===== src/include/cart_rom_params.svh =====
/*
  widths, region map and bank depths for the cartridge ROM store
  region bases are byte addresses on download index 0
  every region is aligned to its own power-of-two size
  ROM3 has no region of its own, it is loaded into the ROM7 slot
*/
`ifndef CART_ROM_PARAMS_SVH
`define CART_ROM_PARAMS_SVH

// ##########################################################################
// widths
// ##########################################################################
`define CR_DL_ADDR_W    25
`define CR_DL_INDEX_W   8
`define CR_ROM_INDEX    8'd0
`define CR_MAIN_DATA_W  16
`define CR_SND_DATA_W   8
`define CR_MAIN_ADDR_W  15
`define CR_SND_ADDR_W   14
`define CR_MAIN_BANKS   7
`define CR_SND_BANKS    3

// main bank order inside the one-hot vectors
`define CR_BANK_ROM0    0
`define CR_BANK_ROM1    1
`define CR_BANK_ROM2    2
`define CR_BANK_ROM5    3
`define CR_BANK_ROM6    4
`define CR_BANK_ROM7    5
`define CR_BANK_SLAP    6

// ##########################################################################
// region map, byte base and byte size
// ##########################################################################
`define CR_ROM0_BASE    25'h0400000
`define CR_ROM0_SIZE    25'h0008000
`define CR_ROM1_BASE    25'h0410000
`define CR_ROM1_SIZE    25'h0010000
`define CR_ROM2_BASE    25'h0420000
`define CR_ROM2_SIZE    25'h0010000
`define CR_ROM5_BASE    25'h0450000
`define CR_ROM5_SIZE    25'h0010000
`define CR_ROM6_BASE    25'h0460000
`define CR_ROM6_SIZE    25'h0010000
`define CR_ROM7_BASE    25'h0470000
`define CR_ROM7_SIZE    25'h0010000
`define CR_SLAP_BASE    25'h0480000
`define CR_SLAP_SIZE    25'h0008000
`define CR_SROM0_BASE   25'h0488000
`define CR_SROM0_SIZE   25'h0004000
`define CR_SROM1_BASE   25'h048C000
`define CR_SROM1_SIZE   25'h0004000
`define CR_SROM2_BASE   25'h0490000
`define CR_SROM2_SIZE   25'h0004000

`endif


===== src/source/cart_rom_pkg.sv =====
/*
  shared types of the cartridge ROM store
  widths come from the params header
  main addresses are word addresses, sound addresses are byte addresses
*/
`include "cart_rom_params.svh"

package cart_rom_pkg;

	// ######################################################################
	// plain data and address types
	// ######################################################################

	// byte address of the download stream
	typedef logic [`CR_DL_ADDR_W-1:0] dl_addr_t;

	typedef logic [`CR_MAIN_DATA_W-1:0] main_word_t;
	typedef logic [`CR_SND_DATA_W-1:0] snd_byte_t;

	// main side counts words, sound side counts bytes
	typedef logic [`CR_MAIN_ADDR_W-1:0] main_addr_t;
	typedef logic [`CR_SND_ADDR_W-1:0] snd_addr_t;

	// one bit per main bank, see CR_BANK_* for the order
	typedef logic [`CR_MAIN_BANKS-1:0] main_sel_t;

	// ######################################################################
	// load packets, shared by all banks of a group
	// ######################################################################

	// word address within the region, word is high byte first
	typedef struct packed
	{
		main_addr_t addr;
		main_word_t data;
	} main_load_t;

	typedef struct packed
	{
		snd_addr_t addr;
		snd_byte_t data;
	} snd_load_t;

	// ######################################################################
	// CPU read requests
	// ######################################################################

	// main CPU side, selects active low
	typedef struct packed
	{
		logic [4:0] rom_n;
		logic       ma18_n;
		main_addr_t madec;
	} cpu_main_rd_t;

	// sound CPU side
	typedef struct packed
	{
		logic [2:0] srom_n;
		snd_addr_t  sba;
	} cpu_snd_rd_t;

endpackage


===== src/source/rom_loader.sv =====
/*
  turns the download byte stream into bank write strobes
  only index 0 with download high is taken, no back-pressure
  main regions pair bytes high first and write on the odd byte
  regions must be aligned to their size, offsets are plain low bits
  strobes and packets appear one cycle after the accepted byte
*/
`timescale 1ns/10ps
`include "cart_rom_params.svh"

module rom_loader
(
	input  logic                       clk_sys,
	input  logic                       arst_n,
	input  logic                       dl_wr,
	input  logic                       dl_download,
	input  logic [`CR_DL_INDEX_W-1:0]  dl_index,
	input  cart_rom_pkg::dl_addr_t     dl_addr,
	input  cart_rom_pkg::snd_byte_t    dl_data,
	output cart_rom_pkg::main_sel_t    main_we,
	output cart_rom_pkg::main_load_t   main_ld,
	output logic [`CR_SND_BANKS-1:0]   snd_we,
	output cart_rom_pkg::snd_load_t    snd_ld
);

	import cart_rom_pkg::*;

	// region table, same order as the bank strobes
	localparam dl_addr_t MAIN_BASE [`CR_MAIN_BANKS] = '{
		`CR_ROM0_BASE, `CR_ROM1_BASE, `CR_ROM2_BASE, `CR_ROM5_BASE,
		`CR_ROM6_BASE, `CR_ROM7_BASE, `CR_SLAP_BASE};
	localparam dl_addr_t MAIN_SIZE [`CR_MAIN_BANKS] = '{
		`CR_ROM0_SIZE, `CR_ROM1_SIZE, `CR_ROM2_SIZE, `CR_ROM5_SIZE,
		`CR_ROM6_SIZE, `CR_ROM7_SIZE, `CR_SLAP_SIZE};
	localparam dl_addr_t SND_BASE [`CR_SND_BANKS] = '{
		`CR_SROM0_BASE, `CR_SROM1_BASE, `CR_SROM2_BASE};
	localparam dl_addr_t SND_SIZE [`CR_SND_BANKS] = '{
		`CR_SROM0_SIZE, `CR_SROM1_SIZE, `CR_SROM2_SIZE};

	logic                     accept;
	main_sel_t                main_hit;
	logic [`CR_SND_BANKS-1:0] snd_hit;
	snd_byte_t                prev_byte;

	// aligned region, so masking off the offset leaves the base
	function automatic logic in_region(dl_addr_t a, dl_addr_t base, dl_addr_t size);
		return (a & ~(size - 1'b1)) == base;
	endfunction

	// ROM bytes only
	assign accept = dl_wr && dl_download && (dl_index == `CR_ROM_INDEX);

	// region decode
	always_comb
	begin
		for (int i = 0; i < `CR_MAIN_BANKS; i++)
			main_hit[i] = in_region(dl_addr, MAIN_BASE[i], MAIN_SIZE[i]);
		for (int j = 0; j < `CR_SND_BANKS; j++)
			snd_hit[j] = in_region(dl_addr, SND_BASE[j], SND_SIZE[j]);
	end

	// high byte of the next main word
	always_ff @(posedge clk_sys)
	begin
		if (accept)
			prev_byte <= dl_data;
	end

	// ######################################################################
	// strobes
	// ######################################################################
	always_ff @(posedge clk_sys or negedge arst_n)
	begin
		if (!arst_n)
		begin
			main_we <= '0;
			snd_we  <= '0;
		end
		else
		begin
			// word complete on the odd byte
			main_we <= (accept && dl_addr[0]) ? main_hit : '0;
			snd_we  <= accept ? snd_hit : '0;
		end
	end

	// packets, the strobe decides who takes them
	always_ff @(posedge clk_sys)
	begin
		if (accept)
		begin
			main_ld.addr <= dl_addr[`CR_MAIN_ADDR_W:1];
			main_ld.data <= {prev_byte, dl_data};
			snd_ld.addr  <= dl_addr[`CR_SND_ADDR_W-1:0];
			snd_ld.data  <= dl_data;
		end
	end

	// regions do not overlap, so one bank per byte at most
	a_one_strobe: assert property (@(posedge clk_sys) disable iff (!arst_n)
		$onehot0({main_we, snd_we}))
		else $error("more than one bank strobe");

endmodule


===== config.mk =====
export PLATFORM = sky130hd
export DESIGN_NAME = rom_loader
export DESIGN_NICKNAME = d
export VERILOG_FILES = /design/src/source/cart_rom_pkg.sv /design/src/source/rom_loader.sv
export VERILOG_INCLUDE_DIRS = /design/src /design/src/include
export SDC_FILE = /design/constraint.sdc
export NUM_CORES = 1
export LEC_CHECK = 0
export BUFFER_PORTS_ARGS = -buffer_cell sky130_fd_sc_hd__clkbuf_2
export CAP_MARGIN = 20
export CELL_PAD_IN_SITES_DETAIL_PLACEMENT = 1
export CELL_PAD_IN_SITES_GLOBAL_PLACEMENT = 1
export CORE_ASPECT_RATIO = 0.6
export CORE_MARGIN = 2
export CORE_UTILIZATION = 31
export CTS_BUF_LIST = sky130_fd_sc_hd__clkbuf_16
export CTS_CLUSTER_SIZE = 40
export DETAILED_ROUTE_END_ITERATION = 6
export PLACE_DENSITY = 0.77
export RECOVER_POWER = 50
export REMOVE_ABC_BUFFERS = 1
export SLEW_MARGIN = 20
export SYNTH_ARGS = -nofsm -noshare
export SYNTH_HDL_FRONTEND = slang
export SYNTH_SLANG_ARGS = --single-unit

===== constraint.sdc =====
create_clock -name clk_sys -period 0.8 [get_ports clk_sys]
set_input_delay 0.04 -clock clk_sys [delete_from_list [all_inputs] [get_ports clk_sys]]
set_output_delay 0.04 -clock clk_sys [all_outputs]
set_load 0.02 [all_outputs]

---- Word level (Yosys, flattened, before mapping) ----
Cells that the tools add are included.
word-level totals
  register bits after elaboration ......... 63
  output and inout port bits .............. 63
cells by class
  equal/unequal tests ..................... 10
  muxes and demuxes ....................... 2
  reductions and logical operators ........ 4
operators by type and width
  kind                 number
  $eq 9x7->1 const B   5
  $eq 11x9->1 const B  3
  $eq 10x8->1 const B  2
  $logic_not 8->1      1
  $mux 7               1
  $logic_and 1x1->1    3
  $mux 3               1

---- Logic depth before layout (Yosys ltp) ----
  depth in word-level cells ............... 4
  mapped depth ............................ 3
  depth with buffers taken out ............ 3

---- Worst setup path before layout ----
OpenSTA, ideal clock, no wires.
  kind .................................... input to register
  from .................................... input dl_index[3]
  to ...................................... register main_ld[10] in the netlist's numbering, enable pin
  setup time .............................. 0.387 ns
  arrival time ............................ 1.182 ns
  data required time ...................... 0.413 ns
  slack ................................... -0.769 ns
  cell stages on the path ................. 3
  path buffers ............................ 0
  cells stage by stage .................... nor4_4 > nand3_1 > inv_1
between the ends
  longest elaborated chain between the ends .. 2
ends and longest elaborated chain
  element                           line              text
  start, declared                   rom_loader.sv:17  input logic [`CR_DL_INDEX_W-1:0] dl_index,
  $logic_not 8->1 (no source line)  n/a
  $logic_and 1x1->1                 rom_loader.sv:51  assign accept = dl_wr && dl_download && (dl_index == `CR_ROM_INDEX);
  net accept                        rom_loader.sv:40  logic accept;
  end, declared                     rom_loader.sv:21  output cart_rom_pkg::main_load_t main_ld,
The timed path passes the listed nets, and every way through them passes these cells.
A chain may end at the register's enable or synchronous reset.

---- Final worst setup path ----
  from .................................... input dl_index[3]
  to ...................................... register main_we[4]
between the ends
  longest elaborated chain between the ends .. 4
ends and longest elaborated chain
  element                           line              text
  $logic_not 8->1 (no source line)  n/a
  $logic_and 1x1->1                 rom_loader.sv:51
  $logic_and 1x1->1                 rom_loader.sv:82  main_we <= (accept && dl_addr[0]) ? main_hit : '0;
  $mux 7                            rom_loader.sv:82
  end signal, assigned              rom_loader.sv:82
  end, declared                     rom_loader.sv:20  output cart_rom_pkg::main_sel_t main_we,
Every way passes these cells.

==> out/results.ini <==
[timing]
fin_crit_sh_pct = 116
setup_ws_ns = -0.131
hold_viol = 0
tightest_slew_ns = 0.532
setup_violations = 103
fin_skew_ns = 0.00298
hold_slack_ns = 0.0990
max_slew_margin_pct = 64.5
clock.fmax_mhz = 1070
min_period_ns = 0.931
rsz0062_at_grt = true
slew_violations = 0

[routing]
vias = 1240
drt_iter0_drc = 23
wire_per_inst_um = 15.9
viasPerCell = 4.34
drcViolationCount = 0
drt-total-wl_mm = 4.56
dr.pass1.iters = 4
ant_nets = 0

[status]
violations = setup timing
status = finished with violations

[cells_and_area]
final_area_um2 = 2990
fin_nets = 264
antennaDiodeCount = 0
area_growth_pct = 89.4
final_cells = 286
layout-drive-gt1-share_pct = 62.7

[global_routing]
grt_pass1_vias = 1267
grt_start_max_net_pins = 33
grt_overflow = 0
antenna_found_initial = 0
grt_pass1_wl_mm = 6.10
track_usage_pct = 14.7

[clock_tree]
cts.reportedPaths.clkPinSlew_ns = 0.06
cts_root_buffer = clkbuf_16
cts_made_buffers = 5
cts_tree = done
clock_path_buffers = 2
htreeDepth = 2
numClockSinks = 42
clk_latency_ns = 0.27

[setup_path]
crit_family = simple AND/OR/NAND/NOR gates
crit_top_cell = buf_6
slowest_delay_ns = 0.32
arrival_ns = 1.11
timing.critical_path.buf_inv = 3
crit_required_ns = 0.98
critPathCaptureType = register
crit_path_max_fanout = 3
cp-start-kind = primary input
criticalPathCategory = primary input to register
worst_path_max_delay_cell = nor4_4
worstPathCellList = buf_6, nor4_4, nand3_2, buf_4, buf_6, nor4b_4

[yosys]
ys_seq_elements = 42
synth_seq_area_share_pct = 76.8
syn_inst = 90
synth_top_cell_area_share_pct = 60.9
ys.warnings.count = 0
synth_cell_types = 16
netlist_area_um2 = 1580
avgSynthCellArea_um2 = 17.5
yosys-top-cells-area = edfxtp_1 61%, dfrtp_1 16%, buf_4 10%
synth_top_area_cell = edfxtp_1

[placement]
io_buffers = 107
routabilityCongestion = 0.755
place_inst = 254
placed_cell_area_um2 = 2140
hpwl_mm = 3.00

[floorplanning]
die_area_um2 = 5690
rows = 20
core_um2 = 4980
initial_core_util_pct = 31.7
ioPinCount = 108
dieHeight_um = 59.3
die_w_um = 96.1

[power_and_ir_drop]
vdd_ir_drop_max_v = 0.00135
powerDensity_nw_per_um2 = 1650
p_total_w = 0.00492
p_leak_nw = 1.30

[hold_path]
hp-class = primary input to register

[job]
maxCapViolations = 0

[state kept, by name, summed over array words and instances (netlist names)]
name     cells
main_we      7
main_ld     12
snd_ld      20
snd_we       3
[worst paths after layout]
path | from | end | slack (ns) | cells past startpoint
setup / recovery | dl_index[3] | main_we[4] | -0.13 | 6
hold / removal | dl_addr[17] | main_we[3] | 0.1 | 3
setup reg to reg | snd_ld[3] | main_ld[11] | 0.07 | 0
hold reg to reg | snd_ld[1] | main_ld[9] | 0.50 | 0
max in group asynchronous | arst_n | main_we[4] | 0.17 | 2
min in group asynchronous | arst_n | main_we[0] | 0.28 | 2
[cell usage after synthesis, drive strengths merged]
| library cell | number |
|---|---|
| nand4 | 2 |
| nand2 | 2 |
| inv | 2 |
| nor4 | 3 |
| nor3b | 3 |
| nor3 | 1 |
| dfrtp | 10 |
| nand3 | 3 |
| nor2 | 3 |
| and4bb | 3 |
| buf | 21 |
| edfxtp | 32 |
| nor4b | 5 |
[through the flow]
stage                     util, %  setup slack [ns]  setup TNS, ns
after floorplan                 -            -0.769         -25.78
final                        60.0            -0.131          -9.27
after detailed placement     43.0            -0.416         -16.04
after CTS                    52.3            -0.124          -8.49
after global routing         60.0            -0.181         -13.38
after global placement       43.0            -0.377         -14.50
[cell type report]
type	instances	area, um2
Multi-Input combinational cell	25	273
Fill cell	483	1990
Inverter	2	7.51
Clock inverter	3	43.8
Timing Repair Buffer	143	1240
Sequential cell	42	1210
Tap cell	66	82.6
Clock buffer	5	125
[power by group]
group / internal, W / switching, W
Clock: 0.00148 / 0.000773
Combinational: 0.000196 / 0.000127
Sequential: 0.00234 / 0.00000125
[cell usage in the layout (no fill, tap or decap)]
cell / n
nor4b_1: 1
nor4_4: 2
inv_1: 1
nand2_1: 2
clkinv_2: 1
clkbuf_2: 41
dlygate4sd3_1: 23
dfrtp_1: 10
buf_4: 11
nand4_4: 1
nor3_1: 1
clkbuf_16: 5
buf_2: 4
buf_6: 60
inv_6: 1
nand4_1: 1
edfxtp_1: 32
and4bb_2: 3
nand3_2: 1
buf_12: 1
bufinv_16: 1
inv_2: 1
nor4_2: 1
nor4b_4: 2
nor4b_2: 2
nor2_1: 3
nand3_1: 2
nor3b_1: 3
clkbuf_1: 3
[what timing repair did]
item,4_1_cts,5_1_grt
hold buffers,23,0
resized for setup,9,184
setup endpoints to repair,100,103
pin swaps,1,1
hold endpoints to repair,32,0
buffers inserted,1,0
[metal layers]
metal | GRT usage [%] | vias up | share of wire (%)
li1 | - | 577 | -
met1 | 16.0 | 617 | 38
met2 | 29.1 | 44 | 57
met3 | 3.31 | 2 | 4.7
met4 | 3.47 | 0 | 0.31
met5 | 0 | - | 0
[kinds of logic (layout without fill, tap and decap cells)]
| group | count (synthesis) | in the layout | share of synthesized area (%) |
|---|---|---|---|
| buf+inv | 23 | 153 | 10.5 |
| flops | 42 | 42 | 76.8 |
| simple gates | 25 | 25 | 12.8 |
(Power assumes the default switching activity.)
