**src/include/cart_rom_params.svh**
```systemverilog
/*
  widths, region map and bank depths for the cartridge ROM store
  region bases are byte addresses on download index 0
  every region is aligned to its own power-of-two size
  ROM3 has no region of its own, it is loaded into the ROM7 slot
*/
`ifndef CART_ROM_PARAMS_SVH
`define CART_ROM_PARAMS_SVH

// ##########################################################################
// widths
// ##########################################################################
`define CR_DL_ADDR_W    25
`define CR_DL_INDEX_W   8
`define CR_ROM_INDEX    8'd0
`define CR_MAIN_DATA_W  16
`define CR_SND_DATA_W   8
`define CR_MAIN_ADDR_W  15
`define CR_SND_ADDR_W   14
`define CR_MAIN_BANKS   7
`define CR_SND_BANKS    3

// main bank order inside the one-hot vectors
`define CR_BANK_ROM0    0
`define CR_BANK_ROM1    1
`define CR_BANK_ROM2    2
`define CR_BANK_ROM5    3
`define CR_BANK_ROM6    4
`define CR_BANK_ROM7    5
`define CR_BANK_SLAP    6

// ##########################################################################
// region map, byte base and byte size
// ##########################################################################
`define CR_ROM0_BASE    25'h0400000
`define CR_ROM0_SIZE    25'h0008000
`define CR_ROM1_BASE    25'h0410000
`define CR_ROM1_SIZE    25'h0010000
`define CR_ROM2_BASE    25'h0420000
`define CR_ROM2_SIZE    25'h0010000
`define CR_ROM5_BASE    25'h0450000
`define CR_ROM5_SIZE    25'h0010000
`define CR_ROM6_BASE    25'h0460000
`define CR_ROM6_SIZE    25'h0010000
`define CR_ROM7_BASE    25'h0470000
`define CR_ROM7_SIZE    25'h0010000
`define CR_SLAP_BASE    25'h0480000
`define CR_SLAP_SIZE    25'h0008000
`define CR_SROM0_BASE   25'h0488000
`define CR_SROM0_SIZE   25'h0004000
`define CR_SROM1_BASE   25'h048C000
`define CR_SROM1_SIZE   25'h0004000
`define CR_SROM2_BASE   25'h0490000
`define CR_SROM2_SIZE   25'h0004000

`endif

```
**src/source/cart_rom_pkg.sv**
```systemverilog
/*
  shared types of the cartridge ROM store
  widths come from the params header
  main addresses are word addresses, sound addresses are byte addresses
*/
`include "cart_rom_params.svh"

package cart_rom_pkg;

	// ######################################################################
	// plain data and address types
	// ######################################################################

	// byte address of the download stream
	typedef logic [`CR_DL_ADDR_W-1:0] dl_addr_t;

	typedef logic [`CR_MAIN_DATA_W-1:0] main_word_t;
	typedef logic [`CR_SND_DATA_W-1:0] snd_byte_t;

	// main side counts words, sound side counts bytes
	typedef logic [`CR_MAIN_ADDR_W-1:0] main_addr_t;
	typedef logic [`CR_SND_ADDR_W-1:0] snd_addr_t;

	// one bit per main bank, see CR_BANK_* for the order
	typedef logic [`CR_MAIN_BANKS-1:0] main_sel_t;

	// ######################################################################
	// load packets, shared by all banks of a group
	// ######################################################################

	// word address within the region, word is high byte first
	typedef struct packed
	{
		main_addr_t addr;
		main_word_t data;
	} main_load_t;

	typedef struct packed
	{
		snd_addr_t addr;
		snd_byte_t data;
	} snd_load_t;

	// ######################################################################
	// CPU read requests
	// ######################################################################

	// main CPU side, selects active low
	typedef struct packed
	{
		logic [4:0] rom_n;
		logic       ma18_n;
		main_addr_t madec;
	} cpu_main_rd_t;

	// sound CPU side
	typedef struct packed
	{
		logic [2:0] srom_n;
		snd_addr_t  sba;
	} cpu_snd_rd_t;

endpackage

```
**src/source/rom_read_select.sv**
```systemverilog
/*
  picks the bank output for the main and the sound CPU
  selects are registered next to the bank read, so the data
  belongs to the request of the previous cycle
  ROM3 is not stored, rom_n[3] reads ROM7 on both MA18n levels
  no active select reads zero
*/
`timescale 1ns/10ps
`include "cart_rom_params.svh"

module rom_read_select
(
	input  logic                      clk_sys,
	input  logic                      arst_n,
	input  cart_rom_pkg::cpu_main_rd_t main_rd,
	input  cart_rom_pkg::cpu_snd_rd_t  snd_rd,
	input  cart_rom_pkg::main_word_t   main_q [`CR_MAIN_BANKS],
	input  cart_rom_pkg::snd_byte_t    snd_q [`CR_SND_BANKS],
	output cart_rom_pkg::main_word_t   mdata,
	output cart_rom_pkg::snd_byte_t    sdata
);

	import cart_rom_pkg::*;

	main_sel_t                main_sel_d;
	main_sel_t                main_sel_q;
	logic [`CR_SND_BANKS-1:0] snd_sel_d;
	logic [`CR_SND_BANKS-1:0] snd_sel_q;

	// ######################################################################
	// main decode, first match wins
	// ######################################################################
	always_comb
	begin
		main_sel_d = '0;
		if (!main_rd.rom_n[0] && main_rd.ma18_n)
			main_sel_d[`CR_BANK_ROM0] = 1'b1;
		else if (!main_rd.rom_n[1] && main_rd.ma18_n)
			main_sel_d[`CR_BANK_ROM1] = 1'b1;
		else if (!main_rd.rom_n[2] && main_rd.ma18_n)
			main_sel_d[`CR_BANK_ROM2] = 1'b1;
		// ROM3 alias
		else if (!main_rd.rom_n[3] && main_rd.ma18_n)
			main_sel_d[`CR_BANK_ROM7] = 1'b1;
		else if (!main_rd.rom_n[1] && !main_rd.ma18_n)
			main_sel_d[`CR_BANK_ROM5] = 1'b1;
		else if (!main_rd.rom_n[2] && !main_rd.ma18_n)
			main_sel_d[`CR_BANK_ROM6] = 1'b1;
		else if (!main_rd.rom_n[3] && !main_rd.ma18_n)
			main_sel_d[`CR_BANK_ROM7] = 1'b1;
		else if (!main_rd.rom_n[4])
			main_sel_d[`CR_BANK_SLAP] = 1'b1;
	end

	// sound decode, lowest select first
	always_comb
	begin
		snd_sel_d = '0;
		if (!snd_rd.srom_n[0])
			snd_sel_d[0] = 1'b1;
		else if (!snd_rd.srom_n[1])
			snd_sel_d[1] = 1'b1;
		else if (!snd_rd.srom_n[2])
			snd_sel_d[2] = 1'b1;
	end

	// aligned with the bank read register
	always_ff @(posedge clk_sys or negedge arst_n)
	begin
		if (!arst_n)
		begin
			main_sel_q <= '0;
			snd_sel_q  <= '0;
		end
		else
		begin
			main_sel_q <= main_sel_d;
			snd_sel_q  <= snd_sel_d;
		end
	end

	// ######################################################################
	// and-or mux, zero when nothing selected
	// ######################################################################
	always_comb
	begin
		mdata = '0;
		for (int i = 0; i < `CR_MAIN_BANKS; i++)
			if (main_sel_q[i])
				mdata = mdata | main_q[i];
		sdata = '0;
		for (int j = 0; j < `CR_SND_BANKS; j++)
			if (snd_sel_q[j])
				sdata = sdata | snd_q[j];
	end

	// the or-mux relies on this
	a_main_sel: assert property (@(posedge clk_sys) disable iff (!arst_n)
		$onehot0(main_sel_q))
		else $error("main bank choice not one-hot");

endmodule

```
**config.mk**
```make
export PLATFORM = sky130hd
export DESIGN_NAME = rom_read_select
export DESIGN_NICKNAME = d
export VERILOG_FILES = /design/src/source/cart_rom_pkg.sv /design/src/source/rom_read_select.sv
export VERILOG_INCLUDE_DIRS = /design/src /design/src/include
export SDC_FILE = /design/constraint.sdc
export NUM_CORES = 1
export LEC_CHECK = 0
export BUFFER_PORTS_ARGS = -buffer_cell sky130_fd_sc_hd__buf_4
export CAP_MARGIN = 25
export CORE_AREA = 2 2 78 80
export CTS_BUF_LIST = sky130_fd_sc_hd__clkbuf_8
export CTS_CLUSTER_DIAMETER = 80
export DETAILED_ROUTE_END_ITERATION = 12
export DIE_AREA = 0 0 80 82
export GPL_ROUTABILITY_DRIVEN = 1
export HOLD_SLACK_MARGIN = 0.06
export PLACE_DENSITY = 0.58
export SLEW_MARGIN = 20
export SYNTH_ARGS = -nofsm -noshare
export SYNTH_HDL_FRONTEND = slang
export SYNTH_SLANG_ARGS = --single-unit
```
**constraint.sdc**
```tcl
create_clock -name clk_sys -period 2.6 [get_ports clk_sys]
set_clock_uncertainty 0.15 [all_clocks]
set_input_delay 0.13 -clock clk_sys [delete_from_list [all_inputs] [get_ports clk_sys]]
set_output_delay 0.13 -clock clk_sys [all_outputs]
set_load 0.005 [all_outputs]
```
# Yosys cells after proc, flatten, opt, wreduce, memory -nomap -nowiden
# Index checks and enable logic that the tools add are counted.
dict set report word_totals {
  inputBits 176
  register_bits 10
  out_inout_bits 24
  wordCells 53
}
dict set report op_classes {
  muxes 31
  bitwise_logic 8
  n_reduce_logical 12
}
# cell n
set ops {}
lappend ops {{16-bit 2-to-1 mux} 7}
lappend ops {{16-bit OR} 6}
lappend ops {{8-bit 2-to-1 mux} 3}
lappend ops {{8-bit OR} 2}
lappend ops {{1-bit 2-to-1 mux} 14}
lappend ops {{1-bit logical AND} 7}
lappend ops {{2-bit 2-to-1 mux} 3}
lappend ops {{6-bit 2-to-1 mux} 1}
lappend ops {{1-bit logical NOT} 5}
lappend ops {{5-bit 2-to-1 mux} 1}
lappend ops {{4-bit 2-to-1 mux} 1}
lappend ops {{3-bit 2-to-1 mux} 1}

# Logic depth before layout (Yosys ltp)
dict set report depth {
  word_depth 13
  depth_mapped 4
  depth_no_buf 2
}

# Least setup slack after synthesis
# OpenSTA, ideal clock, no wires.
dict set report synth_timing {
  kind {reg2out}
  start {register main_sel_q[2]}
  end {output mdata[10]}
  arrival_ns 0.968
  path_stages_with_launch 4
  t_required_ns 2.320
  setup_slack_ns 1.352
  n_path_buf 1
  cell_sequence {dfrtp_1 > buf_6 > a222oi_1 > nand3_1}
}
dict set report synth_between {
  elab_chain_len 9
}
# item line
set synth_lines {}
lappend synth_lines {{from (decl)} rom_read_select.sv:26} ;# main_sel_t main_sel_q;
lappend synth_lines {{from (signal assigned)} rom_read_select.sv:77} ;# main_sel_q <= main_sel_d;
lappend synth_lines {{16-bit 2-to-1 mux (*)} rom_read_select.sv:89} ;# if (main_sel_q[i])
lappend synth_lines {{16-bit OR} rom_read_select.sv:90} ;# mdata = mdata | main_q[i];
lappend synth_lines {{16-bit 2-to-1 mux (*)} rom_read_select.sv:89}
lappend synth_lines {{16-bit OR} rom_read_select.sv:90}
lappend synth_lines {{16-bit 2-to-1 mux (*)} rom_read_select.sv:89}
lappend synth_lines {{16-bit OR} rom_read_select.sv:90}
lappend synth_lines {{16-bit 2-to-1 mux (*)} rom_read_select.sv:89}
lappend synth_lines {{16-bit OR} rom_read_select.sv:90}
lappend synth_lines {{16-bit 2-to-1 mux (*)} rom_read_select.sv:89}
lappend synth_lines {{to (decl)} rom_read_select.sv:19} ;# output cart_rom_pkg::main_word_t mdata,
# Mark *: on every way between the ends. The rest lies on a longest branch, timed or not.

# Worst setup path after layout
dict set report layout_timing {
  start {register main_sel_q[2]}
  end {output mdata[2]}
}
# Same word-level chain as after synthesis.

==> impl_metrics.json <==
{
  "via_count": 1827,
  "postRouteAntennaNets": 0,
  "starting_density_of_the_core": 0.1705,
  "antenna_found_initial": 0,
  "ctsHtreeMaxLevel": 1,
  "hold_path.class": "input pin to async pin",
  "ctsHoldBuffers": 17,
  "numCtsBuffers": 3,
  "timing.critical_path.fanout_max": 16,
  "synthesis.area_um2": 979.7,
  "clock_sinks": 10,
  "crit_arrival_ps": 1670,
  "crit_slowest_cell": "dfrtp_1",
  "drt-total-wl_mm": 6.195,
  "syn_to_final_growth_pct": 155.2,
  "detail_routed_via_count_per_cell": 4.938,
  "min_clock_period_post_route_ps": 1951,
  "vdd_ir_drop_max_uv": 305.6,
  "area_after_dpl_um2": 2275,
  "final-instance-count-excl-fill": 370,
  "leakagePower_nw": 1.294,
  "grt_setup_unrepaired": "no",
  "syn_nets": 293,
  "die-width_um": 80,
  "grt_start_max_net_pins": 17,
  "layout_worst_path_cycle_share": 0.7505,
  "post-cts-setup-buffers": 0,
  "drive_above_1_share": 0.5898,
  "path_clk_slew_ps": 50,
  "first_global_vias": 1814,
  "number_of_register_bits_inferred_by_synthesis": 10,
  "finalHoldViolCount": 0,
  "critical_path_required_ps": 2320,
  "timing.max_cap.violations": 0,
  "grt_pass1_wl_mm": 8.776,
  "max_slew.worst_pin.slew_ps": 691.3,
  "final_cell_area_um2": 2500,
  "drt-initial-drc-count": 111,
  "tritoncts": "yes",
  "met2RoutedLength_mm": 3.203,
  "finish.utilization": 0.4351,
  "cts_max_path_buffers": 2,
  "insertedDiodeCount": 0,
  "globalRoute.totalOverflow": 0,
  "timing.setup.critical_path_class": "register to output port",
  "length_of_the_first_detailed_routing_pass_in_iterations": 5,
  "wl_met3_um": 669,
  "route.detailed.wl_per_inst_um": 16.74,
  "hpwlAfterDp_mm": 4.878,
  "yosysWarningCount": 0,
  "yosysUniqueCellTypes": 16,
  "layout.nets": 472,
  "status": "completed",
  "worst_stage_delay_on_the_critical_path_ps": 590,
  "core.rowCount": 28,
  "groute.usage.overall": 0.1736,
  "met1_length_mm": 2.267,
  "drc": 0,
  "syn-instance-count": 117,
  "cts_repair_resizes": 0,
  "setup_viol": 0,
  "placed_cells": 349,
  "startpoint_type": "register",
  "boundaryPins": 200,
  "topRoutingLayerUsed": "met4",
  "synth_sequential_area_ratio": 0.2554,
  "crit_path_end_kind": "output port",
  "fp.dieArea_um2": 6560,
  "slew_headroom": 0.5391,
  "port-buffer-count": 170,
  "die_h_um": 82,
  "maximum_clock_frequency_mhz": 512.5,
  "critical_path.cell_chain": "a222oi_1 > nand3_1 > buf_4",
  "slew_viol_final": 0,
  "gp_routability_congestion": 0.7088,
  "pwr_density_nw_per_um2": 285.8,
  "synth.avg_cell_area_um2": 8.373,
  "clk_root_buffer_cell": "clkbuf_8",
  "sum_of_negative_setup_slack_ps": 0,
  "core_area_um2": 5746
}
==> kinds of logic after synthesis <==
logic type             synth area share
AOI/OAI and AO/OA                0.4904
buffers and inverters            0.1111
DFF                              0.2554
and+or+nand+nor                  0.1430
==> placed cells by master (no fill, tap or decap) <==
| cell type | n |
|---|---|
| buf_4 | 170 |
| nor2b_1 | 1 |
| nand2b_1 | 1 |
| inv_1 | 9 |
| nand3_1 | 16 |
| nor2_1 | 6 |
| a22oi_1 | 32 |
| dfrtp_1 | 10 |
| nand2_1 | 3 |
| a222oi_1 | 24 |
| clkbuf_8 | 4 |
| nor3_1 | 1 |
| nor4b_1 | 1 |
| dlygate4sd3_1 | 17 |
==> power breakdown <==
part / total [W] / internal (W) / leakage [nW] / switching, W
logic: 0.000332 / 0.000240 / 1.13 / 0.0000929
clock network: 0.000191 / 0.000133 / 0.0288 / 0.0000582
registers: 0.000191 / 0.000162 / 0.132 / 0.0000292
==> final timing paths <==
| check | start | to | slack, ps | cells after the start |
|---|---|---|---|---|
| setup / recovery | main_sel_q[2]$_DFF_PN0_ | mdata[2] | 650 | 3 |
| max in group asynchronous | arst_n | main_sel_q[1]$_DFF_PN0_ | 2040 | 2 |
| min in group clk_sys | snd_q[6] | sdata[6] | 380 | 4 |
| hold / removal | arst_n | snd_sel_q[2]$_DFF_PN0_ | 110 | 2 |
==> registers in the layout, indices dropped and copies added (netlist names) <==
register and count:
main_sel_q 7, snd_sel_q 3
==> Yosys cell counts <==
cell type / instances / share of area
a222oi_1: 24 / 0.25
a22oi_1: 32 / 0.25
buf_1: 1 / 0.0038
buf_2: 5 / 0.026
buf_6: 2 / 0.023
clkbuf_1: 1 / 0.0038
clkbuf_2: 4 / 0.020
dfrtp_1: 10 / 0.26
inv_1: 9 / 0.034
nand2_1: 3 / 0.011
nand2b_1: 1 / 0.0064
nand3_1: 16 / 0.082
nor2_1: 6 / 0.023
nor2b_1: 1 / 0.0064
nor3_1: 1 / 0.0051
nor4b_1: 1 / 0.0089
==> stage by stage <==
step                worst slack (ps)  hold WS, ps  power (W)
floorplan                       1352       -315.6  0.0002585
global placement               839.8       -185.2  0.0005083
detailed placement             839.4       -184.1  0.0005103
CTS                            585.0        103.4  0.0007244
global route                   509.2        119.8  0.0007589
finish                         648.7        108.5  0.0007146
==> cell type report <==
cell class	count	area (µm²)
timing repair buffer	187	1446
multi-input combinational	85	620.6
sequential	10	250.2
tap	75	93.84
clock buffer	4	55.05
inverter	9	33.78
fill	602	3246
==> worst max-delay path, delay by kind of cell (launching register included) <==
family | cells | cell delay [ps]
simple gates | 1 | 160
compound gates | 1 | 510
buf+inv | 1 | 170
flops | 1 | 590
==> layer usage <==
metal  vias up  track usage
met3         6      0.03846
met4         0      0.04068
met1       844       0.1886
li1        866            -
met5         -            0
met2       111       0.3400
Power figures use the tool's default switching activity.
